--- config.mk ---
export PLATFORM = sky130hd
export DESIGN_NAME = icache_lookup
export DESIGN_NICKNAME = d
export VERILOG_FILES = /design/src/hdl/icache_geom_pkg.sv /design/src/hdl/icache_ctrl_pkg.sv /design/src/hdl/icache_lookup.sv
export SDC_FILE = /design/constraint.sdc
export NUM_CORES = 1
export LEC_CHECK = 0
export ABC_CLOCK_PERIOD_IN_PS = 4000
export BUFFER_PORTS_ARGS = -buffer_cell sky130_fd_sc_hd__buf_4
export CORE_MARGIN = 1.5
export CORE_UTILIZATION = 44
export DETAILED_ROUTE_END_ITERATION = 12
export PLACE_DENSITY = 0.88
export SYNTH_ARGS = -nofsm -noshare
export SYNTH_HDL_FRONTEND = slang
export SYNTH_SLANG_ARGS = --single-unit
--- constraint.sdc ---
create_clock -name clk -period 4 [get_ports clk]
set_clock_uncertainty 0.1 [all_clocks]
set_input_delay 0.6 -clock clk [delete_from_list [all_inputs] [get_ports clk]]
set_output_delay 0.6 -clock clk [all_outputs]
set_load 0.005 [all_outputs]
--- src/hdl/icache_geom_pkg.sv ---
package icache_geom_pkg;

  // Cache organisation
  localparam int num_ways = 4;
  localparam int num_sets = 8;

  localparam int addr_bits = 32;
  localparam int word_bits = 32;
  localparam int line_bits = 256;

  // Byte address split: tag | index | offset
  localparam int offset_bits = 5;
  localparam int index_bits  = 3;
  localparam int tag_bits    = addr_bits - index_bits - offset_bits;

  localparam int index_lsb = offset_bits;
  localparam int tag_lsb   = offset_bits + index_bits;

  // Word within a line, bits [4:2] of the address
  localparam int word_sel_lsb  = 2;
  localparam int word_sel_bits = offset_bits - word_sel_lsb;

  typedef logic [addr_bits-1:0]  addr_t;
  typedef logic [word_bits-1:0]  word_t;
  typedef logic [line_bits-1:0]  line_t;
  typedef logic [tag_bits-1:0]   tag_t;
  typedef logic [index_bits-1:0] index_t;

  typedef logic [word_sel_bits-1:0] word_sel_t;

  // One bit per way, used for hit, valid and load vectors
  typedef logic [num_ways-1:0] way_vec_t;

endpackage : icache_geom_pkg

--- src/hdl/icache_ctrl_pkg.sv ---
package icache_ctrl_pkg;

  // Address that reads the arrays in the next edge
  typedef enum logic [0:0]
  {
    curr_cpu_address = 1'b0,
    prev_cpu_address = 1'b1
  } addr_sel_t;

  // Tree pseudo-LRU state, one tree per set
  //   bit 2 picks a half, bit 1 covers ways 0/1, bit 0 covers ways 2/3
  typedef logic [2:0] lru_t;

  localparam int lru_root   = 2;
  localparam int lru_pair01 = 1;
  localparam int lru_pair23 = 0;

  typedef logic [1:0] way_idx_t;

  localparam way_idx_t way_0 = 2'd0;
  localparam way_idx_t way_1 = 2'd1;
  localparam way_idx_t way_2 = 2'd2;
  localparam way_idx_t way_3 = 2'd3;

  // Root value after a hit in the low half (ways 0/1) or high half (ways 2/3)
  localparam logic root_low_used  = 1'b0;
  localparam logic root_high_used = 1'b1;

  // Pair value after a hit in the even or odd way of that pair
  localparam logic pair_even_used = 1'b0;
  localparam logic pair_odd_used  = 1'b1;

  localparam lru_t lru_reset = 3'b000;

endpackage : icache_ctrl_pkg

--- src/hdl/icache_lookup.sv ---
`timescale 1ns/10ps

module icache_lookup (
  input  logic                       clk,
  input  logic                       rst,
  input  icache_geom_pkg::addr_t     mem_address,
  input  icache_ctrl_pkg::addr_sel_t addr_sel,
  input  icache_geom_pkg::tag_t      tags [icache_geom_pkg::num_ways],
  input  icache_geom_pkg::way_vec_t  valids,
  input  icache_ctrl_pkg::lru_t      lru,
  output icache_geom_pkg::index_t    read_index,
  output icache_geom_pkg::addr_t     prev_address,
  output logic                       hit,
  output icache_geom_pkg::way_vec_t  way_hit,
  output icache_geom_pkg::way_vec_t  valid_vec,
  output icache_ctrl_pkg::lru_t      lru_out
);

  icache_geom_pkg::addr_t sel_address;
  icache_geom_pkg::tag_t  prev_tag;

  // Held address replays a missed request
  always_comb
  begin
    if (addr_sel == icache_ctrl_pkg::prev_cpu_address)
      sel_address = prev_address;
    else
      sel_address = mem_address;
  end

  assign read_index = sel_address[icache_geom_pkg::index_lsb +: icache_geom_pkg::index_bits];

  // Sampled on the same edge as the array read, so both line up
  always_ff @(posedge clk)
  begin
    if (rst)
      prev_address <= '0;
    else
      prev_address <= sel_address;
  end

  assign prev_tag = prev_address[icache_geom_pkg::tag_lsb +: icache_geom_pkg::tag_bits];

  always_comb
  begin
    for (int i = 0; i < icache_geom_pkg::num_ways; i++)
    begin
      way_hit[i] = valids[i] && (tags[i] == prev_tag);
    end
  end

  assign hit       = |way_hit;
  assign valid_vec = valids;  // Registered with the tags, read for the same set
  assign lru_out   = lru;

  // A line is only ever filled after a miss on its tag
  single_way_hit: assert property (@(posedge clk) disable iff (rst) $onehot0(way_hit))
    else $error("more than one way hit for address %h", prev_address);

endmodule : icache_lookup

* Word level (Yosys, flattened, before mapping)
Cells that the tools add are included.
** Storage, ports and cells
- Bits of input ports :: 138
- Output and inout bits :: 47
- Logic and storage cells :: 12
- Flip-flop bits (word level) :: 32
** Cells by class
- Reductions and logical operators :: 5
- Multiplexer cells :: 1
- Equal/unequal tests :: 4
** Operators by type and width (number)
- equality test 24 bit :: 4
- two-way mux 8 bit :: 1
- logical AND 1 bit :: 4
- OR reduction 4 bit :: 1

* Depth between registers and ports, before layout
Gate-level depths: netlist of run 1.
- Word-level depth :: 3
- Mapped depth :: 6

* Worst setup path after synthesis of run 1
OpenSTA, ideal clock, no wires.
- Path type :: input-to-output
- Start :: input tags[12] in the netlist's numbering
- End :: output hit
- Data required time :: 3.300 ns
- Stages :: 5
- Buffers on the path :: 0
- Arrival :: 1.835 ns
- Setup slack :: 1.465 ns
- Cell sequence :: xnor2_1 -> nand4_1 -> or4_1 -> nor4_2 -> or4_1
** Between the ends
- Word-level cells in the longest chain between the ends :: 3
** Ends and longest elaborated chain
- start: declaration :: RTL line icache_lookup.sv:8 : input icache_geom_pkg::tag_t tags [icache_geom_pkg::num_ways],
- equality test 24 bit :: RTL line icache_lookup.sv:48 : way_hit[i] = valids[i] && (tags[i] == prev_tag);
- logical AND 1 bit :: RTL line icache_lookup.sv:48
- named net way_hit[3] :: RTL line icache_lookup.sv:14 : output icache_geom_pkg::way_vec_t way_hit,
- OR reduction 4 bit :: RTL line icache_lookup.sv:52 : assign hit = |way_hit;
- end: declaration :: RTL line icache_lookup.sv:13 : output logic hit,
The timed path passes the listed nets, and every way through them passes these cells.

* Worst setup path after layout of run 1
- Start :: register prev_address[27]
- End :: output hit
** Between the ends
- Word-level cells in the longest chain between the ends :: 3
** Ends and longest elaborated chain
- start: declaration :: RTL line icache_lookup.sv:12 : output icache_geom_pkg::addr_t prev_address,
- start signal: assignment :: RTL line icache_lookup.sv:39 : prev_address <= sel_address;
- equality test 24 bit :: RTL line icache_lookup.sv:48
- logical AND 1 bit :: RTL line icache_lookup.sv:48
- OR reduction 4 bit * :: RTL line icache_lookup.sv:52
Mark *: on every way between the ends. The rest lies on a longest branch, timed or not.

==> results of run 1 <==
-- metal layers --
metal,global-route usage,vias up
met3,0.0659,15
met1,0.316,1091
met5,0,-
met4,0.0818,0
li1,-,1156
met2,0.484,110
-- layout by cell type (no fill, tap or decap) --
cell and n:
nor2_1 29, or4_1 5, nand2_1 4, mux2i_1 29, clkbuf_8 7, nor2b_1 3, xnor2_1 96, nand4_1 20
buf_4 178, mux2_2 3, dfxtp_1 32, bufinv_16 1, nor4_2 4, nand3_1 4
-- report_power, final --
part	internal [W]	switching, W	total (W)
clock network	0.000220	0.000120	0.000339
logic	0.000199	0.000101	0.000301
registers	0.000338	0.0000417	0.000379
total	0.000757	0.000262	0.00102
-- cell families after synthesis --
| kind of cell | share of synthesized area |
|---|---|
| AND/OR/NAND/NOR | 0.154 |
| XOR/XNOR | 0.345 |
| flip-flops | 0.263 |
| multiplexers | 0.133 |
| buffers and inverters | 0.105 |
-- worst reg2reg max path, delay by kind of cell, from the launching register on --
kind / cells / cell delay (ns)
and+or+nand+nor: 1 / 0.11
DFF: 1 / 0.58
muxes: 1 / 0.15
-- how the worst max path moves through the flow --
stage	endpoint	slack (ns)	cells after the start
4_1_cts	hit	0.88	6
3_5_place_dp	hit	1.01	7
5_1_grt	hit	0.83	6
3_3_place_gp	hit	1.01	7
2_1_floorplan	hit	1.47	5
6_report	hit	0.89	6
-- final cells by class --
| cell class | instances | area (um^2) |
|---|---|---|
| sequential | 32 | 641 |
| tap | 70 | 87.6 |
| clock buffer | 7 | 96.3 |
| timing repair buffer | 178 | 1340 |
| fill | 427 | 1510 |
| multi-input combinational | 197 | 1540 |
| clock inverter | 1 | 30.0 |
-- through the flow --
step | total power (W) | hold WS, ns | instance area (um^2)
floorplan | 0.000536 | 0.388 | 2440
global placement | 0.000680 | 0.377 | 3600
detailed placement | 0.000688 | 0.388 | 3600
CTS | 0.00103 | 0.405 | 3730
global route | 0.00107 | 0.443 | 3730
finish | 0.00102 | 0.401 | 3730
==> reports/metrics.cfg, run 1 <==
[status]
outcome=complete, no violations

[clocking]
clock-root-buffer=clkbuf_8
cts_max_path_buffers=2
cts_setup_buffers=0
cts_resized=0
clk_latency_ns=0.28
cts_sinks=32
cts_tree=yes
cts_buffers=5
cts_max_level=2
clkTransAtPathRegs_ns=0.07
hold_buffers=0

[layout]
post_route_cells_drive_above_1_share=0.465
fin_util=0.712
largest-register=prev_address
final_cells=485
antenna_cells=0
nNetsFinal=552
largest_reg_flops=32
areaGrowthSynthToFinish_pct=53.1
reg_top3=prev_address (32)

[drt]
dr_wl_met2_um=4170
wl_met3_um=564
wl_met1_um=3200
routed_wl_um=8090
firstDrtPassIters=4
post_drt_via_cell_ratio=4.89
ant_nets=0
highest_layer=met4
drt_iter0_drc=49
drc=0
wire_per_inst_um=16.7
vias=2372

[floorplanning]
ios=185
die_area_um2=5990
rows=26
die_w_um=77.4
core_area_um2=5240
initial_core_util=0.465
die_h_um=77.4

[min_path]
hp-class=register to register
hold_start=prev_address[0]
hold_end=prev_address[0]
min_path_cells=2

[sta]
hold_viol=0
worstMarginPinSlew_ns=0.550
rsz0062_at_grt=no
relSlewSlack=0.633
setup_viol=0
timing.final.crit_share=0.778
layout_setup_ws_ns=0.889
clock.fmax_mhz=321
maxSlewViolCount=0
fin_tns_setup_ns=0
fin_crit_ns=3.11

[worst_setup_path]
critical_path_class=register to output pin
slowest_delay_ns=0.55
path_common_cell=or4_1
rr_startpoint=prev_address[23]
rrSetupSlack_ns=3.00
path_buf_inv=1
start_kind=register
cp.arrival_ns=2.41
critical_path.slowest_cell=dfxtp_1
crit_fanout=6
cp-startpoint=prev_address[27]
crit_family=simple AND/OR/NAND/NOR gates
end_kind=output pin
worst-r2r-cell-count=2
required_ns=3.30
worstReg2RegEnd=prev_address[23]
path_cells=xnor2_1 > nand4_1 > or4_1 > nor4_2 > or4_1 > buf_4

[placement]
routabilityCongestion=0.824
post-place-ws_ns=1.01
port_buffers=178
dp.cells=477
post-dp-hpwl_um=6610

[grt]
antenna_found_initial=0
grt-ovfl-total=0
grt_pass1_vias=2428
track_usage=0.270
grt_max_degree=33
grt_pass1_wl_um=12500

[logic_synthesis]
yosys_most_used_dff=dfxtp_1
ys_warn_count=0
synth_common_cells=xnor2_1 (96), dfxtp_1 (32), mux2i_1 (29), nor2_1 (29), nand4_1 (20)
synth.most_common_cell=xnor2_1
syn-instance-count=267
synth.distinct_cells=16
synth.top_cell.area_share=0.345
synth_seq_cells=32
ys_seq_area_frac=0.263
async_flop_share=0
synth_edf_count=0
syn-cell-area_um2=2440
yosysTopAreaCell=xnor2_1
synth_nets=405
syn_area_per_cell_um2=9.13
yosys-top-cells-area=xnor2_1 (34%), dfxtp_1 (26%), mux2i_1 (12%), nand4_1 (5.1%), nor2_1 (4.5%)

[job]
max_cap_viol_count=0

[pwr]
power_density_nw_per_um2=273
peakVddDrop_mv=0.218
leakagePower_nw=1.64

Note: power is estimated with default switching activity, not from simulation.
==> inputs of run 2 (changes only) <==
- ABC_CLOCK_PERIOD_IN_PS: 4000 -> 2910
- CORE_UTILIZATION: 44 -> 41
- PLACE_DENSITY: 0.88 -> 0.83
- clock period: 4 -> 2.91 ns (I/O delays scaled with it)
==> run 2 against run 1 <==
Via count fell by 0.38%. Clock power rose by 41%. Power increased by 40%. Critical endpoint unchanged.
==> reports/metrics.cfg, run 2 (same netlist as run 1, synthesis figures left out) <==
[drt]
drc=0  ; unchanged
wl_met3_um=596  ; +5.7%
vias=2363  ; -0.38%
dr_wl_met2_um=4310  ; +3.5%
drt_iter0_drc=60  ; +22%
ant_nets=0  ; unchanged
routed_wl_um=8370  ; +3.5%
highest_layer=met4
wl_met1_um=3380  ; +5.6%
post_drt_via_cell_ratio=4.78  ; -2.2%
wire_per_inst_um=16.9  ; +1.6%
firstDrtPassIters=4  ; unchanged

[placement]
post-place-ws_ns=0.201  ; -0.810 ns
post-dp-hpwl_um=6940  ; +4.9%
routabilityCongestion=0.807  ; -2.1%
dp.cells=486  ; +1.9%
port_buffers=178  ; unchanged
dpl-instance-area_um2=3660  ; +1.5%

[min_path]
hold_start=mem_address[3]
hp-class=primary input to register

[clocking]
clock-root-buffer=clkbuf_8
cts_tree=yes
cts_max_path_buffers=2  ; unchanged
cts_sinks=32  ; unchanged
clkTransAtPathRegs_ns=0.08  ; about the same
cts_max_level=2  ; unchanged
cts_setup_buffers=0  ; unchanged
clk_latency_ns=0.28  ; about the same
cts_buffers=5  ; unchanged

[job]
max_cap_viol_count=0  ; unchanged

[worst_setup_path]
required_ns=2.37  ; -0.93 ns
slowest_delay_ns=0.57  ; +0.02 ns
start_kind=register
crit_family=simple AND/OR/NAND/NOR gates
cp.arrival_ns=2.29  ; -0.12 ns
path_buf_inv=1  ; unchanged
path_cells=xnor2_1 > nand4_1 > or4_1 > nor4_2 > or4_1 > buf_4
critical_path_class=register to output pin
path_common_cell=or4_1
end_kind=output pin
crit_fanout=6  ; unchanged
cp-startpoint=prev_address[11]
rr_startpoint=prev_address[6]
critical_path.slowest_cell=or4_1

[floorplanning]
ios=185  ; unchanged
core_area_um2=5610  ; +7.1%
rows=27  ; +3.8%
die_area_um2=6420  ; +7.0%
die_h_um=80.1  ; +3.5%
die_w_um=80.1  ; +3.5%
initial_core_util=0.435  ; -0.0307

[layout]
largest-register=prev_address
largest_reg_flops=32  ; unchanged
final_common_cell=buf_4
reg_top3=prev_address (32)
post_route_cells_drive_above_1_share=0.509  ; +0.0444
final_cell_mix=buf_4 (185), xnor2_1 (96), mux2i_1 (29), nor2_1 (29), nand4_1 (20)
nNetsFinal=559  ; +1.3%
final_cell_area_um2=3820  ; +2.3%
antenna_cells=0  ; unchanged
areaGrowthSynthToFinish_pct=56.7
final_cells=494  ; +1.9%

[status]
outcome=complete, no violations

[grt]
grt-ovfl-total=0  ; unchanged
grt_max_degree=33  ; unchanged
antenna_found_initial=0  ; unchanged
grt_pass1_wl_um=12300  ; -1.8%
grt_pass1_vias=2475  ; +1.9%
track_usage=0.256  ; -0.0145

[pwr]
seq_power_share=0.360  ; -0.012
leakagePower_nw=1.70  ; +3.4%
p_int_w=0.00105  ; +39%
p_comb_frac=0.305  ; +0.010
p_switching_w=0.000377  ; +44%
finalPower_w=0.00143  ; +40%
power_density_nw_per_um2=374  ; +37%
pwr-share-clk=0.335  ; +0.002
peakVddDrop_mv=0.229  ; +5.3%
switching_share=0.264  ; +0.00687

[sta]
layout_setup_ws_ns=0.0796  ; -0.809 ns
rsz0062_at_grt=no
clock.fmax_mhz=353
fin_crit_ns=2.83
maxSlewViolCount=0  ; unchanged
relSlewSlack=0.653  ; +0.0203
worstMarginPinSlew_ns=0.520  ; -0.0305 ns
hold_viol=0  ; unchanged
setup_viol=0  ; unchanged
fin_tns_setup_ns=0  ; unchanged
timing.final.crit_share=0.973

==> run 2: cell count changes in the layout (fill, tap and decap cells not counted), sizes merged <==
cell	before	now
buf	178	185
==> run 2: final timing paths <==
path	slack [ns]	cells past startpoint	endpoint
hold reg to reg	0.41	2	prev_address[0]
setup / recovery	0.08	6	hit
hold / removal	0.28	3	prev_address[3]
setup reg to reg	1.98	2	prev_address[6]
==> run 2: routing by layer <==
layer,global-route usage,vias to the layer above
li1,-,1169
met1,0.302,1085
met2,0.467,101
met3,0.0591,8
met4,0.0534,0
met5,0,-
==> run 2: per-stage QoR <==
step | util | hold WS [ns]
3_3_place_gp | 0.653 | 0.376
3_5_place_dp | 0.653 | 0.397
4_1_cts | 0.676 | 0.271
5_1_grt | 0.681 | 0.277
6_report | 0.681 | 0.280
2_1_floorplan | - | 0.388
==> run 2: timing repair <==
item | in CTS | in global routing
pin swaps | 0 | 1
resized for setup | 6 | 11
hold buffers | 0 | 0
endpoints found under the setup margin | 1 | 1
gates cloned | 0 | 0
==> run 2: power groups by stage <==
| stage | clock network, W | logic [W] | registers (W) |
|---|---|---|---|
| finish | 0.000478 | 0.000435 | 0.000514 |
| global route | 0.000503 | 0.000470 | 0.000519 |
| CTS | 0.000489 | 0.000438 | 0.000513 |
| detailed placement | 0 | 0.000435 | 0.000522 |
| global placement | 0 | 0.000426 | 0.000521 |
| floorplan | 0 | 0.000248 | 0.000490 |
==> run 2: worst min-delay path, delay by kind of cell <==
family,cells,cell delay (ns)
AND/OR/NAND/NOR,1,0.08
buffers and inverters,1,0.07
multiplexers,1,0.05
==> run 2: area by class of cell <==
cell class	count	area, um^2
Fill cell	482	1790
Multi-Input combinational cell	197	1550
Clock inverter	1	30.0
Tap cell	72	90.1
Clock buffer	7	96.3
Timing Repair Buffer	185	1390
Sequential cell	32	661
==> inputs of run 3 (changes only) <==
- ABC_CLOCK_PERIOD_IN_PS: 2910 -> 2900
- clock period: 2.91 -> 2.9 ns (I/O delays scaled with it)
==> run 3 against run 2 <==
Power shrank 4.1%. Sequential power is essentially flat. Sequential cell count is the same. Routed wire length grew 0.12%. Largest power group unchanged. Register-to-register slack lost 0.02 ns. Design area shrank 0.66%. Cell count is the same.
==> reports/metrics.cfg, run 3 (same netlist as run 1, synthesis figures left out) <==
[clocking]
cts_sinks=32  ; unchanged
cts_max_path_buffers=2  ; unchanged
cts_max_level=2  ; unchanged
clock-root-buffer=clkbuf_8
hold_buffers=0  ; unchanged
clkTransAtPathRegs_ns=0.07  ; about the same
cts_tree=yes
clk_latency_ns=0.27  ; about the same
cts_buffers=5  ; unchanged

[layout]
regArea_um2=658  ; -0.38%
final_common_cell=buf_4
fillers=477  ; -1.0%
multi_input_area_um2=1550  ; -0.24%
reg_top3=prev_address (32)
fin_util=0.676  ; -0.00446
areaGrowthSynthToFinish_pct=55.6
final_cell_mix=buf_4 (185), xnor2_1 (96), mux2i_1 (29), nor2_1 (29), nand4_1 (20)
largest-register=prev_address
largest_reg_flops=32  ; unchanged
nNetsFinal=559  ; unchanged
antenna_cells=0  ; unchanged
post_route_cells_drive_above_1_share=0.505  ; -0.00474

[pwr]
power_density_nw_per_um2=361  ; -3.4%
finalPower_w=0.00137  ; -4.1%
peakVddDrop_mv=0.296  ; +29%
leakagePower_nw=1.69  ; -0.66%

[worst_setup_path]
start_kind=register
required_ns=2.37  ; about the same
cp.arrival_ns=2.28  ; about the same
worstReg2RegEnd=prev_address[7]
rrSetupSlack_ns=1.96  ; -0.02 ns
rr_startpoint=prev_address[7]
crit_fanout=6  ; unchanged
critical_path_class=register to output pin
end_kind=output pin
worst-r2r-cell-count=2  ; unchanged

[drt]
firstDrtPassIters=4  ; unchanged
ant_nets=0  ; unchanged
wire_per_inst_um=17.0  ; +0.12%
drt_iter0_drc=80  ; +33%
drc=0  ; unchanged
vias=2377  ; +0.59%
post_drt_via_cell_ratio=4.81  ; +0.59%
routed_wl_um=8380  ; +0.12%

[sta]
rsz0062_at_grt=no
worstMarginPinSlew_ns=0.368  ; -0.152 ns
layout_setup_ws_ns=0.0895  ; +0.00993 ns
fin_crit_ns=2.81
whs_ns=0.290  ; +0.00958 ns
setup_viol=0  ; unchanged
fin_tns_setup_ns=0  ; unchanged
timing.final.crit_share=0.969
hold_viol=0  ; unchanged
relSlewSlack=0.755  ; +0.101
maxSlewViolCount=0  ; unchanged
clock.fmax_mhz=356

[grt]
grt_max_degree=33  ; unchanged
track_usage=0.258  ; +0.00189
antenna_found_initial=0  ; unchanged
grt-ovfl-total=0  ; unchanged
grt_pass1_wl_um=12400  ; +1.1%
grt_pass1_vias=2516  ; +1.7%

[placement]
port_buffers=178  ; unchanged
routabilityCongestion=0.817  ; +1.2%
post-place-ws_ns=0.199  ; -0.00193 ns
post-dp-hpwl_um=6960  ; +0.35%

[min_path]
min_path_cells=3  ; unchanged
hold_end=prev_address[21]
hold_start=mem_address[21]
hp-class=primary input to register

[floorplanning]
ios=185  ; unchanged
core_area_um2=5610  ; unchanged
die_area_um2=6420  ; unchanged
initial_core_util=0.435  ; unchanged
die_h_um=80.1  ; unchanged
die_w_um=80.1  ; unchanged
rows=27  ; unchanged

[job]
max_cap_viol_count=0  ; unchanged

[status]
outcome=complete, no violations

run 3: final cells by class:
cell class,count,area share
clock buffer,6,0.0191
clock inverter,2,0.00923
multi-input combinational,197,0.408
sequential,32,0.173
tap,72,0.0237
timing repair buffer,185,0.366
run 3: worst max-delay path: stages (launching register included):
cell and delay (ns):
dfxtp_1 0.52, xnor2_1 0.17, nand4_1 0.11, or4_1 0.55, nor4_2 0.36, or4_1 0.19
buf_4 0.11
run 3: power breakdown:
part | leakage (nW) | internal [W] | total [W] | switching [W]
Sequential | 0.269 | 0.000469 | 0.000517 | 0.0000487
Clock | 0.0552 | 0.000255 | 0.000417 | 0.000162
Combinational | 1.36 | 0.000282 | 0.000435 | 0.000153
run 3: repair_timing:
item	4_1_cts	5_1_grt
gates resized for setup	6	9
endpoints found under the setup margin	1	1
setup buffers	0	0
run 3: metal layers:
metal,share of wire,global-route usage
met1,0.38,0.293
met2,0.52,0.476
met3,0.082,0.0670
met4,0.011,0.0621
met5,0,0
run 3: worst max-delay path by stage:
stage | end | cells after the start | slack (ns) | from
floorplan | hit | 6 | 0.67 | prev_address[12]
global placement | hit | 6 | 0.19 | prev_address[27]
detailed placement | hit | 7 | 0.20 | tags[10]
CTS | hit | 6 | 0.008 | prev_address[10]
global route | hit | 6 | 0.003 | prev_address[21]
finish | hit | 6 | 0.09 | prev_address[13]
run 3: per-stage QoR:
| stage | instances | cell area (um^2) |
|---|---|---|
| 6_report | 494 | 3790 |
| 4_1_cts | 494 | 3770 |
| 2_1_floorplan | 267 | 2440 |
| 3_5_place_dp | 486 | 3660 |
| 5_1_grt | 494 | 3790 |
| 3_3_place_gp | 486 | 3660 |
